===== src/verilog/fetch_config.svh =====
`ifndef FETCH_CONFIG_SVH
`define FETCH_CONFIG_SVH

// First fetch address after reset, word aligned
`define FETCH_RESET_PC 32'h0000_0000

// Data and byte address width
`define FETCH_XLEN 32

// Wishbone word address width
`define FETCH_WB_ADR_W 30

`endif


===== src/verilog/fetch_pkg.sv =====
`default_nettype none

`include "fetch_config.svh"

package fetch_pkg;

    // Byte address of a fetched word or instruction
    typedef logic [`FETCH_XLEN-1:0] pc_t;

    // Wishbone classic master, idle or waiting for ack
    typedef enum logic
    {
        BUS_IDLE = 1'b0,
        BUS_WAIT = 1'b1
    } bus_state_e;

endpackage

`default_nettype wire


===== src/verilog/rv_isa_pkg.sv =====
`default_nettype none

`include "fetch_config.svh"

package rv_isa_pkg;

    // One instruction word, full length or expanded
    typedef logic [`FETCH_XLEN-1:0] instr_t;

    // Major opcodes produced by the RVC expander
    typedef enum logic [6:0]
    {
        LOAD   = 7'b0000011,
        STORE  = 7'b0100011,
        OP_IMM = 7'b0010011,
        OP     = 7'b0110011,
        LUI    = 7'b0110111
    } opcode_e;

    // Low two bits of an encoding, Q_FULL marks a 32-bit instruction
    typedef enum logic [1:0]
    {
        Q0     = 2'b00,
        Q1     = 2'b01,
        Q2     = 2'b10,
        Q_FULL = 2'b11
    } quadrant_e;

endpackage

`default_nettype wire


===== src/verilog/compressed_expand.sv =====
`timescale 1ns/1ps
`default_nettype none

module compressed_expand (
    input  rv_isa_pkg::instr_t  raw_instr,
    output logic                is_compressed,
    output rv_isa_pkg::instr_t  expanded_instr
);

    logic [15:0]           hw;
    logic [2:0]            funct3;
    logic [4:0]            rd_c;                        // Compact rd'/rs1', x8 to x15
    logic [4:0]            rs2_c;
    logic [11:0]           imm6;                        // Sign extended 6-bit immediate
    rv_isa_pkg::quadrant_e quad;

    assign hw     = raw_instr[15:0];
    assign funct3 = hw[15:13];
    assign rd_c   = {2'b01, hw[9:7]};
    assign rs2_c  = {2'b01, hw[4:2]};
    assign imm6   = {{6{hw[12]}}, hw[12], hw[6:2]};
    assign quad   = rv_isa_pkg::quadrant_e'(hw[1:0]);

    always_comb
    begin
        is_compressed  = (quad != rv_isa_pkg::Q_FULL);
        expanded_instr = {16'h0000, hw};                // Unsupported RVC, low half kept
        case (quad)
            rv_isa_pkg::Q_FULL:
                expanded_instr = raw_instr;
            rv_isa_pkg::Q0:
            begin
                if (funct3 == 3'b010)                   // C.LW
                    expanded_instr = {5'b0, hw[5], hw[12:10], hw[6], 2'b00, rd_c, 3'b010,
                                      rs2_c, rv_isa_pkg::LOAD};
                else if (funct3 == 3'b110)              // C.SW
                    expanded_instr = {5'b0, hw[5], hw[12], rs2_c, rd_c, 3'b010,
                                      hw[11:10], hw[6], 2'b00, rv_isa_pkg::STORE};
            end
            rv_isa_pkg::Q1:
            begin
                if (funct3 == 3'b000)                   // C.ADDI
                    expanded_instr = {imm6, hw[11:7], 3'b000, hw[11:7], rv_isa_pkg::OP_IMM};
                else if (funct3 == 3'b010)              // C.LI
                    expanded_instr = {imm6, 5'b0, 3'b000, hw[11:7], rv_isa_pkg::OP_IMM};
                else if (funct3 == 3'b011 && hw[11:7] != 5'd2)  // C.LUI, x2 is ADDI16SP
                    expanded_instr = {{14{hw[12]}}, hw[12], hw[6:2], hw[11:7], rv_isa_pkg::LUI};
                else if (funct3 == 3'b100)
                begin
                    case (hw[11:10])
                        2'b00:                          // C.SRLI
                            expanded_instr = {7'b0000000, hw[6:2], rd_c, 3'b101, rd_c,
                                              rv_isa_pkg::OP_IMM};
                        2'b01:                          // C.SRAI
                            expanded_instr = {7'b0100000, hw[6:2], rd_c, 3'b101, rd_c,
                                              rv_isa_pkg::OP_IMM};
                        2'b10:                          // C.ANDI
                            expanded_instr = {imm6, rd_c, 3'b111, rd_c, rv_isa_pkg::OP_IMM};
                        default:
                        begin
                            // Register ops, hw[12] set is RV64 only
                            if (!hw[12])
                            begin
                                case (hw[6:5])
                                    2'b00: expanded_instr = {7'b0100000, rs2_c, rd_c, 3'b000,
                                                             rd_c, rv_isa_pkg::OP};
                                    2'b01: expanded_instr = {7'b0, rs2_c, rd_c, 3'b100,
                                                             rd_c, rv_isa_pkg::OP};
                                    2'b10: expanded_instr = {7'b0, rs2_c, rd_c, 3'b110,
                                                             rd_c, rv_isa_pkg::OP};
                                    default: expanded_instr = {7'b0, rs2_c, rd_c, 3'b111,
                                                               rd_c, rv_isa_pkg::OP};
                                endcase
                            end
                        end
                    endcase
                end
            end
            default:
            begin
                if (funct3 == 3'b000)                   // C.SLLI
                    expanded_instr = {7'b0, hw[6:2], hw[11:7], 3'b001, hw[11:7],
                                      rv_isa_pkg::OP_IMM};
                else if (funct3 == 3'b100 && hw[6:2] != 5'd0)   // rs2 zero is JR/JALR
                begin
                    if (hw[12])                         // C.ADD
                        expanded_instr = {7'b0, hw[6:2], hw[11:7], 3'b000, hw[11:7],
                                          rv_isa_pkg::OP};
                    else                                // C.MV
                        expanded_instr = {7'b0, hw[6:2], 5'b0, 3'b000, hw[11:7],
                                          rv_isa_pkg::OP};
                end
            end
        endcase
    end

endmodule

`default_nettype wire


===== src/verilog/fetch_output_stage.sv =====
`timescale 1ns/1ps
`default_nettype none

module fetch_output_stage (
    input  logic               clk,
    input  logic               arst_n,
    input  logic               instr_valid,
    output logic               instr_ready,
    input  rv_isa_pkg::instr_t instr_in,
    input  logic               compressed_in,
    input  fetch_pkg::pc_t     pc_in,
    output logic               out_valid,
    input  logic               out_ready,
    output rv_isa_pkg::instr_t out_instr,
    output logic               out_compressed,
    output fetch_pkg::pc_t     out_pc
);

    // Empty, or current entry leaves this cycle
    assign instr_ready = !out_valid || out_ready;

    always_ff @(posedge clk or negedge arst_n)
    begin
        if (!arst_n)
            out_valid <= 1'b0;
        else if (instr_ready)
            out_valid <= instr_valid;
    end

    always_ff @(posedge clk)
    begin
        if (instr_valid && instr_ready)
        begin
            out_instr      <= instr_in;
            out_compressed <= compressed_in;
            out_pc         <= pc_in;
        end
    end

endmodule

`default_nettype wire


===== src/verilog/fetch_unit_top.sv =====
`timescale 1ns/1ps
`default_nettype none

`include "fetch_config.svh"

module fetch_unit_top (
    input  logic                        clk,
    input  logic                        arst_n,
    output logic                        wb_cyc,
    output logic                        wb_stb,
    output logic                        wb_we,
    output logic [3:0]                  wb_sel,
    output logic [`FETCH_WB_ADR_W-1:0]  wb_adr,
    input  rv_isa_pkg::instr_t          wb_dat_r,
    input  logic                        wb_ack,
    output logic                        out_valid,
    input  logic                        out_ready,
    output rv_isa_pkg::instr_t          out_instr,
    output logic                        out_compressed,
    output fetch_pkg::pc_t              out_pc
);

    logic               word_valid;
    logic               word_ready;
    rv_isa_pkg::instr_t word_data;
    fetch_pkg::pc_t     word_pc;
    rv_isa_pkg::instr_t raw_instr;
    rv_isa_pkg::instr_t expanded_instr;
    logic               is_compressed;
    logic               instr_valid;
    logic               instr_ready;
    fetch_pkg::pc_t     instr_pc;

    wb_fetch_master u_master (
        .clk        (clk),
        .arst_n     (arst_n),
        .wb_cyc     (wb_cyc),
        .wb_stb     (wb_stb),
        .wb_we      (wb_we),
        .wb_sel     (wb_sel),
        .wb_adr     (wb_adr),
        .wb_dat_r   (wb_dat_r),
        .wb_ack     (wb_ack),
        .word_valid (word_valid),
        .word_ready (word_ready),
        .word_data  (word_data),
        .word_pc    (word_pc)
    );

    instr_align_buffer u_align (
        .clk         (clk),
        .arst_n      (arst_n),
        .word_valid  (word_valid),
        .word_ready  (word_ready),
        .word_data   (word_data),
        .word_pc     (word_pc),
        .raw_instr   (raw_instr),
        .instr_valid (instr_valid),
        .instr_ready (instr_ready),
        .instr_pc    (instr_pc)
    );

    compressed_expand u_expand (
        .raw_instr      (raw_instr),
        .is_compressed  (is_compressed),
        .expanded_instr (expanded_instr)
    );

    fetch_output_stage u_out (
        .clk            (clk),
        .arst_n         (arst_n),
        .instr_valid    (instr_valid),
        .instr_ready    (instr_ready),
        .instr_in       (expanded_instr),
        .compressed_in  (is_compressed),
        .pc_in          (instr_pc),
        .out_valid      (out_valid),
        .out_ready      (out_ready),
        .out_instr      (out_instr),
        .out_compressed (out_compressed),
        .out_pc         (out_pc)
    );

endmodule

`default_nettype wire


===== src/verilog/instr_align_buffer.sv =====
`timescale 1ns/1ps
`default_nettype none

`include "fetch_config.svh"

module instr_align_buffer (
    input  logic               clk,
    input  logic               arst_n,
    input  logic               word_valid,
    output logic               word_ready,
    input  rv_isa_pkg::instr_t word_data,
    input  fetch_pkg::pc_t     word_pc,
    output rv_isa_pkg::instr_t raw_instr,
    output logic               instr_valid,
    input  logic               instr_ready,
    output fetch_pkg::pc_t     instr_pc
);

    logic [2:0][15:0] hw_q;                             // Slot 0 is the oldest
    logic [2:0][15:0] hw_q_nxt;
    logic [1:0]       count;
    logic [1:0]       cnt_after;
    logic [1:0]       n_used;
    fetch_pkg::pc_t   head_pc;
    fetch_pkg::pc_t   pc_step;
    logic             is_full;
    logic             consume;
    logic             word_take;

    assign is_full     = (rv_isa_pkg::quadrant_e'(hw_q[0][1:0]) == rv_isa_pkg::Q_FULL);
    assign instr_valid = is_full ? (count >= 2'd2) : (count != 2'd0);
    assign raw_instr   = {hw_q[1], hw_q[0]};           // Upper half unused when compressed
    assign instr_pc    = head_pc;

    assign consume   = instr_valid && instr_ready;
    assign n_used    = consume ? (is_full ? 2'd2 : 2'd1) : 2'd0;
    assign cnt_after = count - n_used;
    assign pc_step   = is_full ? 32'd4 : 32'd2;

    // Room for a whole word after this cycle's consumption
    assign word_ready = (cnt_after <= 2'd1);
    assign word_take  = word_valid && word_ready;

    always_comb
    begin
        hw_q_nxt = hw_q;
        case (n_used)
            2'd1:
            begin
                hw_q_nxt[0] = hw_q[1];
                hw_q_nxt[1] = hw_q[2];
            end
            2'd2:
                hw_q_nxt[0] = hw_q[2];
            default: ;
        endcase
        if (word_take)
        begin
            case (cnt_after)
                2'd0:
                begin
                    hw_q_nxt[0] = word_data[15:0];
                    hw_q_nxt[1] = word_data[31:16];
                end
                2'd1:
                begin
                    hw_q_nxt[1] = word_data[15:0];
                    hw_q_nxt[2] = word_data[31:16];
                end
                default: ;
            endcase
        end
    end

    always_ff @(posedge clk)
    begin
        hw_q <= hw_q_nxt;
    end

    always_ff @(posedge clk or negedge arst_n)
    begin
        if (!arst_n)
        begin
            count   <= 2'd0;
            head_pc <= `FETCH_RESET_PC;
        end
        else
        begin
            count <= cnt_after + (word_take ? 2'd2 : 2'd0);
            if (word_take && cnt_after == 2'd0)
                head_pc <= word_pc;                     // Queue drains, restart at new word
            else if (consume)
                head_pc <= head_pc + pc_step;
        end
    end

endmodule

`default_nettype wire


===== src/verilog/wb_fetch_master.sv =====
`timescale 1ns/1ps
`default_nettype none

`include "fetch_config.svh"

module wb_fetch_master (
    input  logic                        clk,
    input  logic                        arst_n,
    output logic                        wb_cyc,
    output logic                        wb_stb,
    output logic                        wb_we,
    output logic [3:0]                  wb_sel,
    output logic [`FETCH_WB_ADR_W-1:0]  wb_adr,
    input  rv_isa_pkg::instr_t          wb_dat_r,
    input  logic                        wb_ack,
    output logic                        word_valid,
    input  logic                        word_ready,
    output rv_isa_pkg::instr_t          word_data,
    output fetch_pkg::pc_t              word_pc
);

    fetch_pkg::bus_state_e state;

    assign wb_cyc = (state == fetch_pkg::BUS_WAIT);
    assign wb_stb = (state == fetch_pkg::BUS_WAIT);
    assign wb_we  = 1'b0;                               // Read only
    assign wb_sel = 4'hf;

    always_ff @(posedge clk or negedge arst_n)
    begin
        if (!arst_n)
        begin
            state      <= fetch_pkg::BUS_IDLE;
            wb_adr     <= `FETCH_WB_ADR_W'(`FETCH_RESET_PC >> 2);
            word_valid <= 1'b0;
        end
        else
        begin
            case (state)
                fetch_pkg::BUS_IDLE:
                begin
                    if (word_valid && word_ready)
                        word_valid <= 1'b0;
                    // Slot is free or frees this cycle
                    if (!word_valid || word_ready)
                        state <= fetch_pkg::BUS_WAIT;
                end
                fetch_pkg::BUS_WAIT:
                begin
                    if (wb_ack)
                    begin
                        state      <= fetch_pkg::BUS_IDLE;  // Cycle ends, stb drops
                        wb_adr     <= wb_adr + 1'b1;
                        word_valid <= 1'b1;
                    end
                end
                default:
                    state <= fetch_pkg::BUS_IDLE;
            endcase
        end
    end

    always_ff @(posedge clk)
    begin
        if (wb_cyc && wb_ack)
        begin
            word_data <= wb_dat_r;
            word_pc   <= {wb_adr, 2'b00};                   // Byte address of the word
        end
    end

endmodule

`default_nettype wire

===== config.mk =====
export PLATFORM = sky130hd
export DESIGN_NAME = fetch_unit_top
export DESIGN_NICKNAME = d
export VERILOG_FILES = /design/src/verilog/fetch_pkg.sv /design/src/verilog/rv_isa_pkg.sv /design/src/verilog/compressed_expand.sv /design/src/verilog/fetch_output_stage.sv /design/src/verilog/fetch_unit_top.sv /design/src/verilog/instr_align_buffer.sv /design/src/verilog/wb_fetch_master.sv
export VERILOG_INCLUDE_DIRS = /design/src /design/src/verilog
export SDC_FILE = /design/constraint.sdc
export NUM_CORES = 1
export LEC_CHECK = 0
export ABC_AREA = 1
export BUFFER_PORTS_ARGS = -buffer_cell sky130_fd_sc_hd__buf_4
export CORE_ASPECT_RATIO = 0.6
export CORE_MARGIN = 4
export CORE_UTILIZATION = 55
export DETAILED_ROUTE_END_ITERATION = 12
export PLACE_DENSITY = 0.76
export SYNTH_ARGS = -nofsm -noshare
export SYNTH_HDL_FRONTEND = slang
export SYNTH_SLANG_ARGS = --single-unit

===== constraint.sdc =====
create_clock -name clk -period 3.7 [get_ports clk]
set_input_delay 0.37 -clock clk [delete_from_list [all_inputs] [get_ports clk]]
set_output_delay 0.37 -clock clk [all_outputs]
set_load 0.05 [all_outputs]

* Yosys cells after proc, flatten, opt, wreduce, memory -nomap -nowiden
Index checks and enable logic that the tools add are counted.
** Operators by class
- Add/subtract/negate cells :: 4
- Multiply operators :: 0
- Divide/modulo/power cells :: 0
- Order comparisons :: 2
- Equal/unequal tests :: 17
- Shifts and indexed selects :: 0
- Mux-type cells :: 31
- Bitwise gates (word level) :: 1
- Reduce and logical (&&, ||, !) cells :: 21
** Operators by type and width (number)
- $mux W32 :: 8
- $pmux W32 S3 :: 2
- $pmux W31 S3 :: 1
- $pmux W16 S2 :: 2
- $mux W27 :: 2
- $add A32 B32 Y32 :: 1
- $mux W16 :: 2
- $mux W31 :: 1
- $add A30 B1 Y30 const B :: 1
- $mux W25 :: 1
- $mux W20 :: 1
- $eq A2 B1 Y1 const B :: 5
- $eq A2 B2 Y1 const B :: 4
- $logic_not A2 Y1 :: 4
- $eq A3 B2 Y1 const B :: 2
- $eq A3 B3 Y1 const B :: 2
- $logic_and A1 B1 Y1 :: 6
- $mux W2 :: 3
- $reduce_and A2 Y1 :: 3
- $mux W1 :: 5
- $ne A5 B2 Y1 const B :: 1
- $reduce_bool A5 Y1 :: 1
- $ne A2 B2 Y1 const B :: 2
- $pmux W1 S2 :: 2
- other kinds (11) :: 14
** Storage, ports and cells
- Bits in registers :: 242
- Latch bits :: 0
- RAM bits :: 0
- Memory bits (read-only) :: 0
- Output and inout port bits :: 103
- Word-level logic and storage cells :: 90
- Memories :: 0

* Longest topological paths before layout
- Word-level depth :: 9
- Mapped depth :: 18
- Gate-level depth less buffers :: 16

* Cells and area by module
A second synthesis with hierarchy kept.
** Unflattened totals
- Cell total of the unflattened synthesis :: 1306
- Area total of the unflattened synthesis :: 11696.2 um^2
** By module, submodules not included
- instr_align_buffer :: instances 1, cells each 716, area an instance 4885.9 um^2, sequential area each 1971.9 um^2
- wb_fetch_master :: instances 1, cells each 277, area an instance 3659.8 um^2, sequential area each 2662.6 um^2
- fetch_output_stage :: instances 1, cells each 71, area an instance 1996.9 um^2, sequential area each 1976.9 um^2
- compressed_expand :: instances 1, cells each 242, area an instance 1153.6 um^2, sequential area each 0.0 um^2

* Worst setup path before layout
OpenSTA, ideal clock, no wires.
- Path kind :: register to register
- Start point :: register u_master.state, in the netlist u_master.wb_cyc
- End point :: register u_master.word_data[0] (enable)
- Library setup time :: 0.450 ns
- Data arrival time :: 2.786 ns
- Required time :: 3.250 ns
- Slack :: 0.463 ns
- Stages on the path, launching flop included :: 4
- Clock period less this slack :: 3.237 ns
- Cell sequence :: dfrtp_1 -> nand2_1 -> inv_1 -> clkbuf_1
** On the way
- Longest elaborated chain between the ends :: 1
** Ends and longest elaborated chain
- from (decl) :: RTL line wb_fetch_master.sv:22 : fetch_pkg::bus_state_e state;
- from (signal assigned) :: RTL line wb_fetch_master.sv:33 : state <= fetch_pkg::BUS_IDLE;
- from (signal assigned) :: RTL line wb_fetch_master.sv:46 : state <= fetch_pkg::BUS_WAIT;
- from (signal assigned) :: RTL line wb_fetch_master.sv:52 : state <= fetch_pkg::BUS_IDLE;
- $logic_and A1 B1 Y1 :: RTL line wb_fetch_master.sv:65 : if (wb_cyc && wb_ack)
- to (signal assigned) :: RTL line wb_fetch_master.sv:67 : word_data <= wb_dat_r;
- to (decl) :: RTL line wb_fetch_master.sv:18 : output rv_isa_pkg::instr_t word_data,
No other way between the ends.
A chain may end at the register's enable or synchronous reset.

* Final worst setup path
- Start point :: register u_align.hw_q (netlist bit u_align.raw_instr[1])
- End point :: register u_align.hw_q[40] in the netlist's numbering (enable)
** On the way
- Longest elaborated chain between the ends :: 8
** Ends and longest elaborated chain
- from (decl) :: RTL line instr_align_buffer.sv:19 : logic [2:0][15:0] hw_q;
- from (signal assigned) :: RTL line instr_align_buffer.sv:77 : hw_q <= hw_q_nxt;
- $eq A2 B2 Y1 (*) :: RTL line instr_align_buffer.sv:30 : assign is_full = (rv_isa_pkg::quadrant_e'(hw_q[0][1:0]) == rv_isa_pkg::Q_FULL);
- $mux W1 :: RTL line instr_align_buffer.sv:31 : assign instr_valid = is_full ? (count >= 2'd2) : (count != 2'd0);
- $logic_and A1 B1 Y1 :: RTL line instr_align_buffer.sv:35 : assign consume = instr_valid && instr_ready;
- $mux W2 (*) :: RTL line instr_align_buffer.sv:36 : assign n_used = consume ? (is_full ? 2'd2 : 2'd1) : 2'd0;
- $sub A2 B2 Y2 (*) :: RTL line instr_align_buffer.sv:37 : assign cnt_after = count - n_used;
- $le A2 B1 Y1 :: RTL line instr_align_buffer.sv:41 : assign word_ready = (cnt_after <= 2'd1);
- $logic_and A1 B1 Y1 :: RTL line instr_align_buffer.sv:42 : assign word_take = word_valid && word_ready;
- $reduce_and A2 Y1 (no source line) (*)
Mark *: on every way between the ends. The rest lies on a longest branch, timed or not.

==> impl_metrics.csv <==
group,metric,value,unit
status,outcome,"finished clean",
sta,drv_slew,0,
pwr,internal-power,0.006862,W
cells_and_area,diodes,0,
pwr,cellLeakagePower,5.765,nW
route,detail_route.wl_per_cell,18.18,µm
critical_path,worst-endpoint-arrival,3430,ps
placed_design,number_of_buffer_cells_added_on_primary_ports,132,
die,die_w,192.0,µm
yosys,yosys_register_bits,240,
cts,worstSkewPairLatency,520,ps
route,postRouteWirelength,30360,µm
cells_and_area,layoutNonFillerInstCount,1670,
route,dr.pass1.iters,5,
critical_path,timing.critical_path.cells,"nand2_2, nand2_1, nand2_1, nand2_2, clkinv_2, nand2_2, inv_2, ha_2, nand3_1, nand2_4, nand2_2, nor2_4",
cts,post_cts.repair.setup_buffers,0,
sta,fin_skew,8.945,ps
sta,post-route-period-util,88.31,%
cells_and_area,nets_final,1422,
min_path,hold_path_class,"primary input to flip-flop",
critical_path,cp-startpoint,"u_align.raw_instr[1]",
cells_and_area,mostFrequentLayoutCell,"sky130_fd_sc_hd__nand2_1",
die,floorplan.io_pins,139,
die,start_util,55.93,%
critical_path,start_kind,"flip-flop",
pwr,totalPowerFinal,0.01263,W
yosys,synth_warnings,0,
global_routing,grt_usage,26.43,%
critical_path,r2r-start,"u_align.raw_instr[1]",
run,maxCapViolCount,0,
cts,clock_pin_transition_on_the_worst_setup_and_hold_timing_paths,70,ps
sta,fin_crit,3268,ps
global_routing,number_of_antenna_violations_at_the_first_check_in_global_routing,0,
critical_path,cp_top_family,"simple AND/OR/NAND/NOR gates",
route,drt-initial-drc-count,1263,
global_routing,grt_start_max_net_pins,72,
cts,tritoncts,"yes",
pwr,irDropWorstVdd,0.5168,mV
route,route.detailed.vias_per_inst,5.524,
placed_design,detailedPlacementHpwl,22240,µm
global_routing,grt_overflow,0,
pwr,power_per_cell_area,961.8,nW/µm²
pwr,netSwitchingFraction,45.67,%
cts,numClockSinks,240,
route,num_vias,9225,
critical_path,required,3860,ps
cells_and_area,utilization,65.76,%
die,die-height,118.4,µm
global_routing,grt_pass1_wl,47270,µm
sta,final_number_of_setup_violating_endpoints,0,
cells_and_area,post_route_cells_drive_above_1_share,13.82,%
critical_path,crit_path_top_delay_cell,"sky130_fd_sc_hd__nor2_4",
pwr,share_seq_of_total_power,38.6,%
pwr,power.switching,0.005768,W
cells_and_area,final-seq-area,6556,µm²
sta,timing_worst_slew_pin_value,892.3,ps
cells_and_area,most-common-layout-cells,"sky130_fd_sc_hd__nand2_1, sky130_fd_sc_hd__edfxtp_1, sky130_fd_sc_hd__buf_4",
critical_path,setup.worst_path.class,"flip-flop to flip-flop",
sta,rsz_0062_raised_after_global_routing,"false",
critical_path,critical_path.max_fanout,31,
sta,timing.max_slew.rel_slack,40.51,%
yosys,synth_area_per_cell,8.935,µm²
critical_path,reg2reg_setup_slack,430,ps
critical_path,end_kind,"flip-flop",
cells_and_area,multi_input_comb_area,4005,µm²
cts,clk_path_buf_depth,3,
critical_path,timing.critical_path.mode_cell,"sky130_fd_sc_hd__nand2_2",
pwr,portion_of_total_power_attributed_to_the_clock_network,19.0,%
sta,fmaxAchievable,306.0,MHz
cells_and_area,area_growth,17.59,%
critical_path,cp_num_buf_inv,2,
critical_path,critical-path-max-stage-delay,540,ps
cts,cts_made_buffers,22,
cts,clk_root_buffer_cell,"sky130_fd_sc_hd__clkbuf_16",
placed_design,gp_routability_congestion,0.9986,
cells_and_area,num-fill-cells,1596,
die,coreArea,19970,µm²
sta,fin_setup_tns,0,ps
critical_path,cp-endpoint,"u_align.hw_q[40]",
route,number_of_drc_violations_after_detailed_routing,0,
critical_path,path_depth,12,
pwr,comb_power_share,42.4,%
critical_path,number_of_cell_instances_on_the_worst_register_to_register_path,12,
yosys,seq_area_frac_synth,58.70,%
cts,htree_num_levels,1,
route,final_antenna_net_count,0,
die,design.die.area,22720,µm²
yosys,synth_area,11170,µm²
yosys,yosysUniqueCellTypes,41,
yosys,netlist_instances,1250,
placed_design,numPlacedInstances,1628,
critical_path,r2r-end,"u_align.hw_q[40]",
sta,report.final.hold_viol_count,0,
die,core.rowCount,40,
global_routing,grt_pass1_vias,8296,
-- flip-flops by register name, summed over array words and instances (netlist names) --
register              cells
u_align.raw_instr        32
u_align.hw_q             16
u_align.instr_pc         31
u_master.word_data       32
u_master.word_valid       1
u_master.wb_cyc           1
u_out.out_valid           1
u_align.count             2
u_out.out_pc             31
u_out.out_instr          32
u_out.out_compressed      1
u_master.wb_adr          30
u_master.word_pc         30
-- layout make-up --
class                   count  share of cell area [%]
clock buffers              29                   4.630
clock inverters            11                   1.239
inverters                 106                   3.058
multi-input cells         871                   30.50
flip-flops and latches    240                   49.92
well taps                 273                   2.601
repair buffers            140                   8.051
-- cell usage after synthesis --
| master | count | area (µm²) |
|---|---|---|
| sky130_fd_sc_hd__nand4_1 | 16 | 100.1 |
| sky130_fd_sc_hd__nand3_4 | 1 | 17.52 |
| sky130_fd_sc_hd__o2111ai_1 | 3 | 26.28 |
| sky130_fd_sc_hd__nand2_2 | 5 | 31.28 |
| sky130_fd_sc_hd__xnor2_1 | 10 | 87.58 |
| sky130_fd_sc_hd__o31ai_1 | 2 | 15.01 |
| sky130_fd_sc_hd__nand3_1 | 104 | 520.5 |
| sky130_fd_sc_hd__clkbuf_1 | 7 | 26.28 |
| sky130_fd_sc_hd__conb_1 | 2 | 7.510 |
| sky130_fd_sc_hd__o221ai_1 | 1 | 8.760 |
| sky130_fd_sc_hd__nor2_1 | 97 | 364.1 |
| sky130_fd_sc_hd__clkinv_1 | 1 | 3.750 |
| sky130_fd_sc_hd__o22ai_1 | 5 | 31.28 |
| sky130_fd_sc_hd__inv_1 | 100 | 375.4 |
| sky130_fd_sc_hd__a22oi_1 | 6 | 45.04 |
| sky130_fd_sc_hd__nor4_1 | 1 | 6.260 |
| sky130_fd_sc_hd__ha_1 | 4 | 50.05 |
| sky130_fd_sc_hd__a21oi_1 | 19 | 95.09 |
| sky130_fd_sc_hd__nand2_1 | 473 | 1775 |
| sky130_fd_sc_hd__o211ai_1 | 26 | 195.2 |
| sky130_fd_sc_hd__or2_0 | 1 | 6.260 |
| sky130_fd_sc_hd__or2_2 | 1 | 6.260 |
| sky130_fd_sc_hd__nor3_1 | 19 | 95.09 |
| sky130_fd_sc_hd__buf_4 | 14 | 105.1 |
| sky130_fd_sc_hd__edfxtp_1 | 142 | 4264 |
| sky130_fd_sc_hd__xor2_1 | 21 | 183.9 |
| sky130_fd_sc_hd__dfrtp_1 | 66 | 1652 |
| sky130_fd_sc_hd__a31oi_1 | 2 | 12.51 |
| sky130_fd_sc_hd__buf_2 | 14 | 70.07 |
| sky130_fd_sc_hd__o21ai_0 | 30 | 150.1 |
| sky130_fd_sc_hd__nor3_2 | 1 | 10.01 |
| sky130_fd_sc_hd__fa_1 | 1 | 20.02 |
| sky130_fd_sc_hd__o21ai_1 | 4 | 20.02 |
| sky130_fd_sc_hd__nand2_4 | 1 | 11.26 |
| sky130_fd_sc_hd__nand3b_1 | 8 | 60.06 |
| sky130_fd_sc_hd__inv_2 | 4 | 15.01 |
| sky130_fd_sc_hd__inv_4 | 1 | 6.260 |
| sky130_fd_sc_hd__buf_6 | 3 | 33.78 |
| sky130_fd_sc_hd__dfxtp_1 | 32 | 640.6 |
| sky130_fd_sc_hd__nor3b_2 | 1 | 12.51 |
| sky130_fd_sc_hd__nor2_4 | 1 | 11.26 |
-- repair_timing --
action,in CTS,in global routing
endpoints found under the setup margin,0,35
hold buffers,1,0
gates resized for setup,0,3
hold endpoints to repair,6,0
-- power by group through the flow --
| stage | Combinational [W] | Sequential, W | Clock, W |
|---|---|---|---|
| 2_1_floorplan | 0.00259 | 0.00587 | 0 |
| 3_3_place_gp | 0.00515 | 0.00486 | 0 |
| 3_5_place_dp | 0.00522 | 0.00489 | 0 |
| 4_1_cts | 0.00525 | 0.00483 | 0.00243 |
| 5_1_grt | 0.00583 | 0.00496 | 0.00254 |
| 6_report | 0.00536 | 0.00488 | 0.00240 |
-- layer usage --
layer | track usage [%] | up-vias | share of wire [%]
met4 | 3.946 | 0 | 1.2
met5 | 0 | - | 0
met2 | 31.06 | 551 | 36
met3 | 7.025 | 34 | 14
met1 | 47.44 | 4262 | 49
li1 | - | 4378 | -
-- worst reg2reg max path: stages (launching register included) --
cell and delay, ps:
sky130_fd_sc_hd__dfxtp_1 370, sky130_fd_sc_hd__nand2_2 170, sky130_fd_sc_hd__nand2_1 70, sky130_fd_sc_hd__nand2_1 70
sky130_fd_sc_hd__nand2_2 220, sky130_fd_sc_hd__clkinv_2 130, sky130_fd_sc_hd__nand2_2 60, sky130_fd_sc_hd__inv_2 400
sky130_fd_sc_hd__ha_2 300, sky130_fd_sc_hd__nand3_1 120, sky130_fd_sc_hd__nand2_4 150, sky130_fd_sc_hd__nand2_2 290
sky130_fd_sc_hd__nor2_4 550
-- stage by stage --
step	cell area, µm²	hold WS (ps)	setup slack, ps
5_1_grt	13130	4.190	87.87
6_report	13130	18.13	432.4
3_3_place_gp	12330	431.6	433.4
3_5_place_dp	12330	440.7	352.1
2_1_floorplan	11180	74.41	463.1
4_1_cts	13120	3.618	323.2
-- worst min path at each step --
stage                                  end  slack (ps)                   start  depth (start not counted)
floorplan                 u_align.count[0]          70                  arst_n                          0
global placement          u_align.hw_q[33]         430  u_master.word_data[17]                          0
detailed placement        u_align.hw_q[41]         440  u_master.word_data[25]                          0
CTS                 u_master.word_data[30]           4            wb_dat_r[30]                          1
global route        u_master.word_data[13]           4            wb_dat_r[13]                          1
finish              u_master.word_data[14]          20            wb_dat_r[14]                          1
-- cell families (layout without fill, tap and decap cells) --
logic type,Yosys count,in the layout,share of synthesized area (%)
simple gates,730,731,27.11
fa+ha+maj,5,5,0.6274
xor+xnor,31,31,2.431
compound gates,98,98,5.366
buf+inv,144,286,5.691
flops,240,240,58.70
other cells,2,6,0.06724
Note: power is estimated with default switching activity, not from simulation.
